## src/neuron_settings.svh

```systemverilog
`ifndef NEURON_SETTINGS_SVH
`define NEURON_SETTINGS_SVH

// number of activations in one input vector
// the adder tree in accumulate halves this count per level
// so it stays a power of two
`define NEURON_INPUTS 16

// activations, weights, products and the sum all share this width
// all arithmetic wraps at this many bits in two's complement
`define NEURON_DATA_WIDTH 32

`define NEURON_OUT_WIDTH 16 // width of the quantized relu result

// fraction bits below the output field
// the output takes the sum bits from here upward
`define NEURON_FRAC_SHIFT 13

`endif
```

## src/neuronTypesPkg.sv

```systemverilog
`default_nettype none

`include "neuron_settings.svh"

package neuronTypesPkg;

	// one signed fixed-point word
	typedef logic signed [`NEURON_DATA_WIDTH-1:0] dataWord;

	// input vector of the neuron
	// element 0 sits in the top bits of the packed word
	typedef struct packed {
		dataWord [0:`NEURON_INPUTS-1] act;
	} activationVec;

	// weighted activations, same lane order as activationVec
	typedef struct packed {
		dataWord [0:`NEURON_INPUTS-1] prod;
	} productVec;

	// fixed-point layout of the accumulated sum, msb first
	typedef struct packed {
		logic sign; // bit 31
		// bits above the output field, lost by the quantizer
		logic [`NEURON_DATA_WIDTH-`NEURON_OUT_WIDTH-`NEURON_FRAC_SHIFT-2:0] dropped;
		logic [`NEURON_OUT_WIDTH-1:0] scaled; // bits 28 down to 13
		logic [`NEURON_FRAC_SHIFT-1:0] fraction;
	} sumFields;

	// the sum is produced as a number and consumed as bit fields
	typedef union packed {
		dataWord value;
		sumFields fields;
	} sumWord;

	// quantized output of the neuron
	typedef logic [`NEURON_OUT_WIDTH-1:0] neuronOut;

endpackage

`default_nettype wire

```

## src/reluQuantize.sv

```systemverilog
`default_nettype none
`timescale 1ns/100ps

`include "neuron_settings.svh"

module reluQuantize
(
	input logic clk,
	input logic reset,
	input neuronTypesPkg::sumWord sum,
	output neuronTypesPkg::neuronOut activation
);

	neuronTypesPkg::neuronOut relu;

	// negative sums clamp to zero
	// otherwise take the scaled field, i.e. the sum shifted right by 13
	// and cut to the output width
	always_comb
	begin
		if (sum.fields.sign)
			relu = {`NEURON_OUT_WIDTH{1'b0}};
		else
			relu = sum.fields.scaled;
	end

	always_ff @(posedge clk)
	begin
		if (reset)
			activation <= {`NEURON_OUT_WIDTH{1'b0}};
		else
			activation <= relu;
	end

endmodule

`default_nettype wire

```

## config.mk

```make
export PLATFORM = sky130hd
export DESIGN_NAME = reluQuantize
export DESIGN_NICKNAME = d
export VERILOG_FILES = /design/src/neuronTypesPkg.sv /design/src/reluQuantize.sv
export VERILOG_INCLUDE_DIRS = /design/src /design/src/src
export SDC_FILE = /design/constraint.sdc
export NUM_CORES = 1
export LEC_CHECK = 0
export BUFFER_PORTS_ARGS = -buffer_cell sky130_fd_sc_hd__buf_2
export CAP_MARGIN = 25
export CORE_MARGIN = 2
export CORE_UTILIZATION = 34
export DETAILED_ROUTE_END_ITERATION = 8
export GPL_ROUTABILITY_DRIVEN = 0
export PLACE_DENSITY = 0.8
export SLEW_MARGIN = 20
export SYNTH_ARGS = -nofsm -noshare
export SYNTH_HDL_FRONTEND = slang
export SYNTH_SLANG_ARGS = --single-unit
```

## constraint.sdc

```tcl
create_clock -name clk -period 0.9 [get_ports clk]
set_clock_uncertainty 0.15 [all_clocks]
set_input_delay 0.18 -clock clk [delete_from_list [all_inputs] [get_ports clk]]
set_output_delay 0.18 -clock clk [all_outputs]
set_load 0.1 [all_outputs]
```

---- Word level (Yosys, flattened, before mapping) ----
Cells that the tools add are included.
operators by class
  reductions and logical operators ........ 1
operators by type and width
  kind                number
  OR reduction 2 bit  1
word-level totals
  logic and storage cells ................. 2
  input port bits ......................... 34
  flip-flop bits (word level) ............. 16
  output and inout port bits .............. 16

---- Logic depth before layout (Yosys ltp) ----
  word-level depth ........................ 1
  mapped depth ............................ 3
  gate-level depth less buffers ........... 1

---- Worst setup path before layout ----
OpenSTA, ideal clock, no wires.
  path type ............................... flip-flop to output port
  from .................................... register activation[0]
  to ...................................... output port activation[0]
  arrival ................................. 0.909 ns
  data required time ...................... 0.570 ns
  stages on the path, launching flop included .. 1
  path buffers ............................ 0
  slack ................................... -0.339 ns
  cell sequence ........................... dfxtp_1
RTL lines
  element                   line                text
  start: declaration        reluQuantize.sv:11  output neuronTypesPkg::neuronOut activation
  start signal: assignment  reluQuantize.sv:30  activation <= {`NEURON_OUT_WIDTH{1'b0}};
  start signal: assignment  reluQuantize.sv:32  activation <= relu;
No word-level cell between the ends.

---- Final worst setup path ----
  from .................................... register activation[8]
  to ...................................... output port activation[8]
No word-level cell between the ends.

==> impl_metrics.prom <==
# TYPE chip_impl_metric gauge
chip_impl_info{name="timing.setup.critical_path_class",value="flop to primary output"} 1
chip_impl_info{name="unrepaired_setup_endpoints_after_global_routing",value="true"} 1
chip_impl_metric{name="post-route-drc-count",unit=""} 0
chip_impl_metric{name="initialDrtViolationCount",unit=""} 5
chip_impl_metric{name="hold-path-cell-count",unit=""} 2
chip_impl_metric{name="cells_after_synth",unit=""} 36
chip_impl_metric{name="synth.ff_latch_count",unit=""} 16
chip_impl_metric{name="fp.dieW",unit="µm"} 44.0
chip_impl_info{name="critical_path.cell_chain",value="buf_12"} 1
chip_impl_metric{name="clock-sinks",unit=""} 16
chip_impl_info{name="cpLargestDelayFamily",value="flip-flops"} 1
chip_impl_metric{name="dpl.hpwl",unit="µm"} 872
chip_impl_info{name="leading_cell_types_in_the_layout_fill_and_taps_excluded",value="buf_2, dfxtp_4, buf_12, nor3b_2, nor3b_1"} 1
chip_impl_metric{name="synthesis.yosys.warnings",unit=""} 0
chip_impl_metric{name="cap_violations",unit=""} 0
chip_impl_metric{name="regArea",unit="µm²"} 380
chip_impl_info{name="cts_tree",value="built"} 1
chip_impl_info{name="endpoint_kind",value="primary output"} 1
chip_impl_metric{name="slew_violations",unit=""} 0
chip_impl_metric{name="drt_first_pass_iters",unit=""} 2
chip_impl_metric{name="fp-row-count",unit=""} 14
chip_impl_metric{name="pre_cts_ws",unit="ns"} -0.0515
chip_impl_metric{name="start_util",unit="%"} 36.1
chip_impl_metric{name="combined_area_of_the_multi_input_logic_cells",unit="µm²"} 170
chip_impl_metric{name="synth.net_count",unit=""} 70
chip_impl_metric{name="wl_per_cell",unit="µm"} 12.4
chip_impl_info{name="timing.hold.worst.start",value="sum[18]"} 1
chip_impl_metric{name="grt_overflow",unit=""} 0
chip_impl_metric{name="cts_made_buffers",unit=""} 3
chip_impl_info{name="register_with_the_most_flip_flops",value="activation"} 1
chip_impl_metric{name="critPathBufInv",unit=""} 1
chip_impl_metric{name="core_area",unit="mm²"} 0.00151
chip_impl_metric{name="worst-path-max-fanout",unit=""} 1
chip_impl_metric{name="via_per_inst",unit=""} 4.59
chip_impl_info{name="worstSetupStartpointType",value="flop"} 1
chip_impl_info{name="violations_in_the_final_reports",value="hold timing, setup timing"} 1
chip_impl_metric{name="antenna_cells",unit=""} 0
chip_impl_metric{name="design.final.nets",unit=""} 105
chip_impl_metric{name="ctsLongestPathBuffers",unit=""} 2
chip_impl_info{name="outcome",value="complete, but fails checks"} 1
chip_impl_metric{name="hold_ws",unit="ns"} -0.0139
chip_impl_metric{name="detailed_place.area",unit="µm²"} 981
chip_impl_metric{name="grt_first_pass_wirelength",unit="µm"} 1770
chip_impl_metric{name="critPathArrivalTime",unit="ns"} 0.80
chip_impl_metric{name="count_of_input_and_output_buffers",unit=""} 34
chip_impl_metric{name="fin_crit",unit="ns"} 1.13
chip_impl_metric{name="floorplan_die_area",unit="mm²"} 0.00194
chip_impl_metric{name="maxClockFrequency",unit="MHz"} 883
chip_impl_metric{name="drive_above_1_share",unit="%"} 91.3
chip_impl_metric{name="first_global_vias",unit=""} 419
chip_impl_metric{name="layout.cell_area.non_filler",unit="mm²"} 0.00100
chip_impl_metric{name="route.antenna.remaining_nets",unit=""} 0
chip_impl_info{name="layout_top_registers",value="activation (16)"} 1
chip_impl_metric{name="fillCellCount",unit=""} 110
chip_impl_metric{name="h_tree_levels",unit=""} 1
chip_impl_metric{name="grt_max_degree",unit=""} 17
chip_impl_metric{name="floorplan.die.height",unit="µm"} 44.0
chip_impl_metric{name="p_leak",unit="nW"} 0.401
chip_impl_info{name="timing.critical_path.from",value="activation[8]"} 1
chip_impl_metric{name="synth_sequential_area_ratio",unit="%"} 58.9
chip_impl_metric{name="post_synth_instance_area",unit="µm²"} 544
chip_impl_info{name="holdPathEnd",value="activation[5]"} 1
chip_impl_metric{name="timing.critical_path.slowest_cell_delay",unit="ns"} 0.36
chip_impl_metric{name="syn_area_per_cell",unit="µm²"} 15.1
chip_impl_metric{name="syn_to_final_growth",unit="%"} 84.4
chip_impl_info{name="hold_path_class",value="input port to flop"} 1
chip_impl_metric{name="finalCritPeriodShare",unit="%"} 126
chip_impl_metric{name="timing_worst_slew_pin_value",unit="ns"} 0.384
chip_impl_info{name="layout.cells.most_common",value="buf_2"} 1
chip_impl_metric{name="top_level_ports",unit=""} 50
chip_impl_metric{name="power.density",unit="mW/mm²"} 1500
chip_impl_metric{name="finalSetupTns",unit="ns"} -3.63
chip_impl_metric{name="timing.slew.headroom",unit="%"} 74.4
chip_impl_info{name="cpMaxStageDelayCell",value="dfxtp_4"} 1
chip_impl_metric{name="fin_util",unit="%"} 66.6
chip_impl_metric{name="grt_util_all_layers",unit="%"} 13.0
chip_impl_metric{name="report.final.setup_viol",unit=""} 16
chip_impl_metric{name="final.setup.worst_slack",unit="ns"} -0.233
chip_impl_metric{name="vdd_drop_max",unit="mV"} 0.991
chip_impl_metric{name="report.final.hold_viol_count",unit=""} 7
chip_impl_metric{name="critical_path_required",unit="ns"} 0.57
chip_impl_metric{name="flip_flop_count_of_the_largest_register_after_layout",unit=""} 16
chip_impl_metric{name="clock_transition_at_the_registers_of_the_reported_paths",unit="ns"} 0.08
chip_impl_metric{name="initial_antenna_violation_count",unit=""} 0
chip_impl_metric{name="num_vias",unit=""} 390
chip_impl_metric{name="cts_repair_resize_count",unit=""} 0
chip_impl_metric{name="netlist-cell-type-count",unit=""} 7
chip_impl_metric{name="finalWirelength",unit="µm"} 1050
chip_impl_info{name="clock_tree.root_cell",value="clkbuf_4"} 1
per-layer routing:
| layer | track usage, % | vias to the layer above | share of wire (%) |
|---|---|---|---|
| met3 | 4.08 | 0 | 12 |
| met5 | 0 | - | 0 |
| met4 | 7.27 | 0 | 0 |
| li1 | - | 186 | - |
| met2 | 23.2 | 27 | 54 |
| met1 | 13.2 | 177 | 35 |
layout make-up:
class | count | share of cell area, %
Tap cell | 16 | 2.00
Clock buffer | 3 | 2.24
Sequential cell | 16 | 37.9
Timing Repair Buffer | 34 | 40.9
Multi-Input combinational cell | 16 | 17.0
power breakdown:
part | leakage (nW) | internal (mW) | switching, mW
Sequential | 0.143 | 0.709 | 0.0225
Clock | 0.0138 | 0.155 | 0.202
Combinational | 0.245 | 0.160 | 0.260
stage by stage:
step           hold slack [ns]  instances  total power [mW]
3_5_place_dp             0.274         82              1.17
4_1_cts                -0.0200         85              1.53
3_3_place_gp             0.265         82              1.16
6_report               -0.0139         85              1.51
2_1_floorplan            0.185         36              1.02
5_1_grt                -0.0256         85              1.57
cells by family (layout without fill, tap and decap cells):
family,after synthesis,after routing,synth area share [%]
flip-flops,16,16,58.9
AND/OR/NAND/NOR,16,16,31.3
buffers and inverters,4,37,9.88
what timing repair did:
item,in CTS,in global routing
setup endpoints to repair,16,16
setup buffers,0,0
hold endpoints to repair,10,8
how the worst max path moves through the flow:
stage | end | cells after the start | slack (ns)
2_1_floorplan | activation[0] | 0 | 0.07
3_3_place_gp | activation[15] | 2 | 0.02
3_5_place_dp | activation[2] | 2 | -0.05
4_1_cts | activation[8] | 1 | -0.25
5_1_grt | activation[8] | 1 | -0.27
6_report | activation[8] | 1 | -0.23
synthesized netlist by cell type:
cell type	number	area share (%)
dfxtp_1	16	59
nor3b_2	10	23
nor3b_1	6	8.3
buf_12	1	3.7
buf_4	1	1.4
buf_6	1	2.1
buf_8	1	2.8
Power figures use the tool's default switching activity.
