File: src/neuron_settings.svh
`ifndef NEURON_SETTINGS_SVH
`define NEURON_SETTINGS_SVH

// number of activations in one input vector
// the adder tree in accumulate halves this count per level
// so it stays a power of two
`define NEURON_INPUTS 16

// activations, weights, products and the sum all share this width
// all arithmetic wraps at this many bits in two's complement
`define NEURON_DATA_WIDTH 32

`define NEURON_OUT_WIDTH 16 // width of the quantized relu result

// fraction bits below the output field
// the output takes the sum bits from here upward
`define NEURON_FRAC_SHIFT 13

`endif
File: src/neuronTypesPkg.sv
`default_nettype none

`include "neuron_settings.svh"

package neuronTypesPkg;

	// one signed fixed-point word
	typedef logic signed [`NEURON_DATA_WIDTH-1:0] dataWord;

	// input vector of the neuron
	// element 0 sits in the top bits of the packed word
	typedef struct packed {
		dataWord [0:`NEURON_INPUTS-1] act;
	} activationVec;

	// weighted activations, same lane order as activationVec
	typedef struct packed {
		dataWord [0:`NEURON_INPUTS-1] prod;
	} productVec;

	// fixed-point layout of the accumulated sum, msb first
	typedef struct packed {
		logic sign; // bit 31
		// bits above the output field, lost by the quantizer
		logic [`NEURON_DATA_WIDTH-`NEURON_OUT_WIDTH-`NEURON_FRAC_SHIFT-2:0] dropped;
		logic [`NEURON_OUT_WIDTH-1:0] scaled; // bits 28 down to 13
		logic [`NEURON_FRAC_SHIFT-1:0] fraction;
	} sumFields;

	// the sum is produced as a number and consumed as bit fields
	typedef union packed {
		dataWord value;
		sumFields fields;
	} sumWord;

	// quantized output of the neuron
	typedef logic [`NEURON_OUT_WIDTH-1:0] neuronOut;

endpackage

`default_nettype wire

File: src/neuronWeightsPkg.sv
`default_nettype none

`include "neuron_settings.svh"

package neuronWeightsPkg;

	// trained weights of the neuron
	// entry i scales activation i
	localparam neuronTypesPkg::dataWord weights [0:`NEURON_INPUTS-1] = '{
		516,
		-529,
		-1732, // only strongly negative weight in the first group
		2855,
		4588, // largest weight
		2679,
		-2229,
		-702,
		-531,
		-354,
		-1935,
		-40,
		-813,
		476,
		931,
		911
	};

	// trained bias added once to the weighted sum
	// negative so an all-zero vector gives a clamped output
	localparam neuronTypesPkg::dataWord bias = -243;

endpackage

`default_nettype wire

File: src/accumulate.sv
`default_nettype none
`timescale 1ns/100ps

`include "neuron_settings.svh"

module accumulate
(
	input logic clk,
	input logic reset,
	input neuronTypesPkg::productVec products,
	output neuronTypesPkg::sumWord sum
);

	// working terms of the adder tree
	neuronTypesPkg::dataWord partial [0:`NEURON_INPUTS-1];
	neuronTypesPkg::dataWord total; // tree result plus bias

	// balanced tree, each level adds neighbouring pairs
	// and the surviving terms move down to the low indices
	always_comb
	begin
		for (int i = 0; i < `NEURON_INPUTS; i++)
			partial[i] = products.prod[i];

		for (int span = `NEURON_INPUTS / 2; span > 0; span = span / 2)
		begin
			for (int i = 0; i < span; i++)
				partial[i] = partial[2 * i] + partial[2 * i + 1];
		end

		// bias goes in last, the sum wraps just like a plain chain
		total = partial[0] + neuronWeightsPkg::bias;
	end

	// written as a number, read downstream as fields
	always_ff @(posedge clk)
	begin
		if (reset)
			sum.value <= '0;
		else
			sum.value <= total;
	end

endmodule

`default_nettype wire

File: config.mk
export PLATFORM = sky130hd
export DESIGN_NAME = accumulate
export DESIGN_NICKNAME = d
export VERILOG_FILES = /design/src/neuronTypesPkg.sv /design/src/neuronWeightsPkg.sv /design/src/accumulate.sv
export VERILOG_INCLUDE_DIRS = /design/src /design/src/src
export SDC_FILE = /design/constraint.sdc
export NUM_CORES = 1
export LEC_CHECK = 0
export BUFFER_PORTS_ARGS = -buffer_cell sky130_fd_sc_hd__clkbuf_2
export CORE_AREA = 3 3 211 213
export CTS_BUF_LIST = sky130_fd_sc_hd__clkbuf_4 sky130_fd_sc_hd__clkbuf_8 sky130_fd_sc_hd__clkbuf_16
export DETAILED_ROUTE_END_ITERATION = 10
export DIE_AREA = 0 0 214 216
export GPL_TIMING_DRIVEN = 1
export PLACE_DENSITY = 0.55
export RECOVER_POWER = 25
export SLEW_MARGIN = 20
export SYNTH_ARGS = -nofsm -noshare
export SYNTH_HDL_FRONTEND = slang
export SYNTH_SLANG_ARGS = --single-unit
File: constraint.sdc
create_clock -name clk -period 25.6 [get_ports clk]
set_clock_uncertainty 0.1 [all_clocks]
set_input_delay 7.68 -clock clk [delete_from_list [all_inputs] [get_ports clk]]
set_output_delay 7.68 -clock clk [all_outputs]
set_load 0.02 [all_outputs]
==> Word-level counts from Yosys, hierarchy flattened <==
Cells that the tools add are included.
{ "totals": {"regBits": 32, "input_bits": 514, "out_inout_bits": 32, "word_cells": 17} }
{ "op_classes": {"addsub": 16} }
{ "op_table": {"columns": ["op", "n"], "rows": [
  ["32-bit adder", 15],
  ["32-bit by 9-bit adder with 32-bit output, second input constant", 1]
]} }

==> Logic depth before layout (Yosys ltp) <==
{ "depth": {"word_depth": 5, "ltp_mapped": 23, "depth_no_buf": 23} }

==> Worst setup path before layout <==
Ideal clock, no wire load.
{ "synth_timing": {"path_type": "input to register", "startpoint": "input port products[354] in the netlist's numbering", "endpoint": "register sum[30] in the netlist's numbering", "setup_time_ns": 0.123, "t_arrival_ns": 13.144, "t_required_ns": 25.377, "setup_slack_ns": 12.232, "cell_stages": 21, "path_buffers": 0, "path_cell_list": "inv_1 -> fa_1 -> fa_1 -> fa_1 -> inv_1 -> fa_1 -> inv_1 -> fa_1 -> fa_1 -> inv_1 -> ha_1 -> inv_1 -> fa_1 -> nor2b_4 -> o31a_1 -> o311a_1 -> o2111ai_2 -> nand2_1 -> a311o_1 -> o41ai_2 -> mux2_1"} }
{ "synth_via": {"elab_chain_cells": 5} }
{ "synth_lines": {"columns": ["element", "line", "source"], "rows": [
  ["from (decl)", "accumulate.sv:10", "input neuronTypesPkg::productVec products,"],
  ["32-bit adder (4 in a row)", "accumulate.sv:28", "partial[i] = partial[2 * i] + partial[2 * i + 1];"],
  ["32-bit by 9-bit adder with 32-bit output", "accumulate.sv:32", "total = partial[0] + neuronWeightsPkg::bias;"],
  ["to (decl)", "accumulate.sv:11", "output neuronTypesPkg::sumWord sum"]
]} }
No other way between the ends.
A chain may end at the register's enable or synchronous reset.

==> Worst setup path after layout <==
{ "layout_timing": {"startpoint": "input port products[258] in the netlist's numbering", "endpoint": "register sum[30] in the netlist's numbering"} }
The elaborated chain is that of the path after synthesis.

==> results by group <==
Run status
  – Run status: finished clean

CTS
  – CTS Root Cell: sky130_fd_sc_hd__clkbuf_16
  – CTS tree: built
  – H-Tree Level Count: 2
  – Number of setup buffers added after CTS: 0
  – Post-CTS Hold Fix Bufs: 0
  – Quantity of gates resized following cts: 0
  – TritonCTS Buffers: 5
  – Clock sink count: 32
  – Clock edge transition at the registers on the reported setup and hold paths: 0.05 ns
  – Buffers from clock root to sink, at most: 2

Yosys
  – Simple-Gate Fraction of Synth Area: 0.02995
  – Synth top cells by count: 753 x sky130_fd_sc_hd__inv_1, 422 x sky130_fd_sc_hd__fa_1, 69 x sky130_fd_sc_hd__ha_1, 32 x sky130_fd_sc_hd__dfxtp_1
  – Syn_nets: 2493
  – Most frequent cell after synthesis: sky130_fd_sc_hd__inv_1
  – Async set-or-reset flop fraction in the synthesized netlist: 0
  – Synth Flop Type: sky130_fd_sc_hd__dfxtp_1
  – Combinational family with the most area after synthesis: adder cells
  – Number of warning messages in the yosys log: 0
  – Average size of a mapped cell: 9.516 um2
  – Number of instances in the synthesized netlist: 1488
  – Largest cells by area after synthesis: sky130_fd_sc_hd__fa_1 60%, sky130_fd_sc_hd__inv_1 20%, sky130_fd_sc_hd__ha_1 6.1%
  – Area share of fa/ha/maj cells after synthesis: 0.6576
  – Number of enable-type register cells in the synthesized netlist: 0
  – Top cell type by total area after synthesis: sky130_fd_sc_hd__fa_1
  – Register bit total from synthesis: 32
  – Synth top area share: 0.5966
  – Post-synthesis sequential area ratio: 0.04524
  – Fraction of the mapped netlist area in compound gates: 0.03817
  – Library cells used by synthesis: 47
  – Cell area after synthesis: 14160 um2
  – Multiplexer fraction of the synthesized cell area: 0.002386
  – Post-synthesis share of cell area spent on xor and xnor gates: 0.02598

Timing
  – Unrepaired setup endpoints after global routing: false
  – Minimum clock period after layout: 13.64 ns
  – Slew Viols, Final: 0
  – Final setup vio count: 0
  – Top achievable clock speed: 0.07333 GHz
  – Share of the clock period used by the worst path after layout: 0.5327
  – Setup TNS: 0 ns
  – Setup WS post-layout: 11.96 ns
  – Rel. slew slack: 0.6516
  – Pin slew with the least headroom to its limit: 0.5189 ns
  – Final-report hold violation count: 0

Setup path
  – Slowest stage cell, crit path: sky130_fd_sc_hd__fa_1
  – Crit. End Element: flip-flop
  – Crit path launch type: primary input
  – Critical path's most frequent cell: sky130_fd_sc_hd__fa_1
  – Number of buffers and inverters on the critical path: 6
  – Crit path DAT: 13.70 ns
  – Series of cell instances along the critical path: clkbuf_2, inv_1, fa_1, fa_1, fa_1, inv_1, fa_1, inv_1, fa_1, fa_1, inv_1, ha_1, inv_1, fa_1, nor2b_4, o31a_1, o311a_1, o2111ai_2, nand2_1, a311o_1, o41ai_2, mux2_1
  – Maximum single-stage delay on the critical path: 0.65 ns
  – Category of the most critical setup path: primary input to flip-flop
  – Required time of the worst setup path: 25.66 ns
  – Crit-path leading delay family: adder cells
  – Top fanout value on the critical path: 3

Floorplanning
  – Die area: 46220 um2
  – I/O Pins: 546
  – Vertical die dimension: 216 um
  – Horizontal die dimension: 214 um
  – Number of placement rows: 76
  – Core Area: 42890 um2
  – Starting Density: 0.3302

Cells and area
  – Post-layout util: 0.4138
  – Filler Cells Inserted: 4333
  – Reg area: 640.6 um2
  – Layout cells sized above 1: 0.2664
  – Final instance count without filler cells: 2624
  – Multi-input logic area: 10680 um2
  – Top Registers: sum x32
  – Signed area change from the synthesized netlist to the final layout: 25.34%
  – Largest register FFs: 32
  – Register name with the most flops: sum
  – Net count reported at finish: 3042

Placement
  – HPWL reported at the end of detailed placement: 37580 um
  – Placement-stage worst setup slack: 11.66 ns
  – Placed Cells incl. Taps: 2615
  – Count of input and output buffers: 545
  – Final weighted congestion of routability-driven global placement: 0.9567

Global routing
  – Pin count of the biggest net entering global routing: 38
  – Remaining global-route overflow: 0
  – Wire length of the first global-routing pass: 63150 um
  – Number of antenna violations at the first check in global routing: 2
  – Number of global-route vias before repair: 12600
  – Tot GR Track Use: 0.1726

Flow run
  – Max-cap violations: 0

Detailed routing
  – First drt pass iteration count: 4
  – Number of violations reported at the end of detailed-routing iteration 0: 207
  – Ratio of routed vias to standard cells: 4.003
  – Remaining DRCs: 0
  – Routed length per placed instance: 14.43 um
  – Total routed wirelength: 37860 um
  – Vias: 10500
  – Count of antenna-violating nets left after detailed routing: 0

Min path
  – End point of the worst hold path: sum[0]
  – Min-Delay Path Depth: 4
  – Worst min path class: primary input to flip-flop
  – Startpoint of the lowest-slack hold path: products[480]
-- routing by layer --
layer  track usage  up-vias  share of wire
li1              -     5035              -
met1        0.2141     5123           0.41
met2        0.3251      319           0.53
met3       0.02168       25          0.043
met4       0.03059        2          0.013
met5             0        -        0.00034
-- placed cells by master (no fill, tap or decap), types with 6 or more instances in the layout --
master and instances:
sky130_fd_sc_hd__clkbuf_2 529, sky130_fd_sc_hd__nand2_1 11, sky130_fd_sc_hd__clkbuf_1 16, sky130_fd_sc_hd__a21o_1 7
sky130_fd_sc_hd__fa_1 422, sky130_fd_sc_hd__o21ai_0 15, sky130_fd_sc_hd__xor2_1 12, sky130_fd_sc_hd__nor2b_1 8
sky130_fd_sc_hd__ha_1 69, sky130_fd_sc_hd__a211oi_1 6, sky130_fd_sc_hd__xnor2_1 30, sky130_fd_sc_hd__nor3_1 10
sky130_fd_sc_hd__a21oi_1 17, sky130_fd_sc_hd__nor2_1 30, sky130_fd_sc_hd__inv_1 753, sky130_fd_sc_hd__nand3_1 6
sky130_fd_sc_hd__dfxtp_1 32, sky130_fd_sc_hd__nand2b_1 6
-- cell type report --
class / count / share of cell area
clock inverter: 1 / 0.0004230
antenna: 1 / 0.0001410
tap: 585 / 0.04124
clock buffer: 7 / 0.008248
multi-input combinational: 699 / 0.6016
inverter: 753 / 0.1593
sequential: 32 / 0.03609
timing repair buffer: 546 / 0.1530
-- worst max path at each step --
stage,from,end,depth (start not counted)
final,products[258],sum[30],22
after global routing,products[258],sum[30],22
after CTS,products[258],sum[30],22
after detailed placement,products[258],sum[30],22
after global placement,products[258],sum[30],22
after floorplan,products[354],sum[30],21
-- cell families after synthesis --
family                     count (synthesis)
AOI/OAI and AO/OA                         78
xor gates and xnor gates                  42
adders and majority gates                491
buffers and inverters                    757
DFF                                       32
muxes                                      3
and+or+nand+nor                           85
-- per-stage QoR --
stage | hold slack [ns] | cell area, um2
floorplan | 7.915 | 14160
global placement | 8.015 | 17610
detailed placement | 8.013 | 17610
CTS | 7.747 | 17770
global route | 7.800 | 17750
finish | 7.748 | 17750
Power is not shown: default switching activity piles up to over one toggle a cycle in this logic, so the estimate is an artifact.
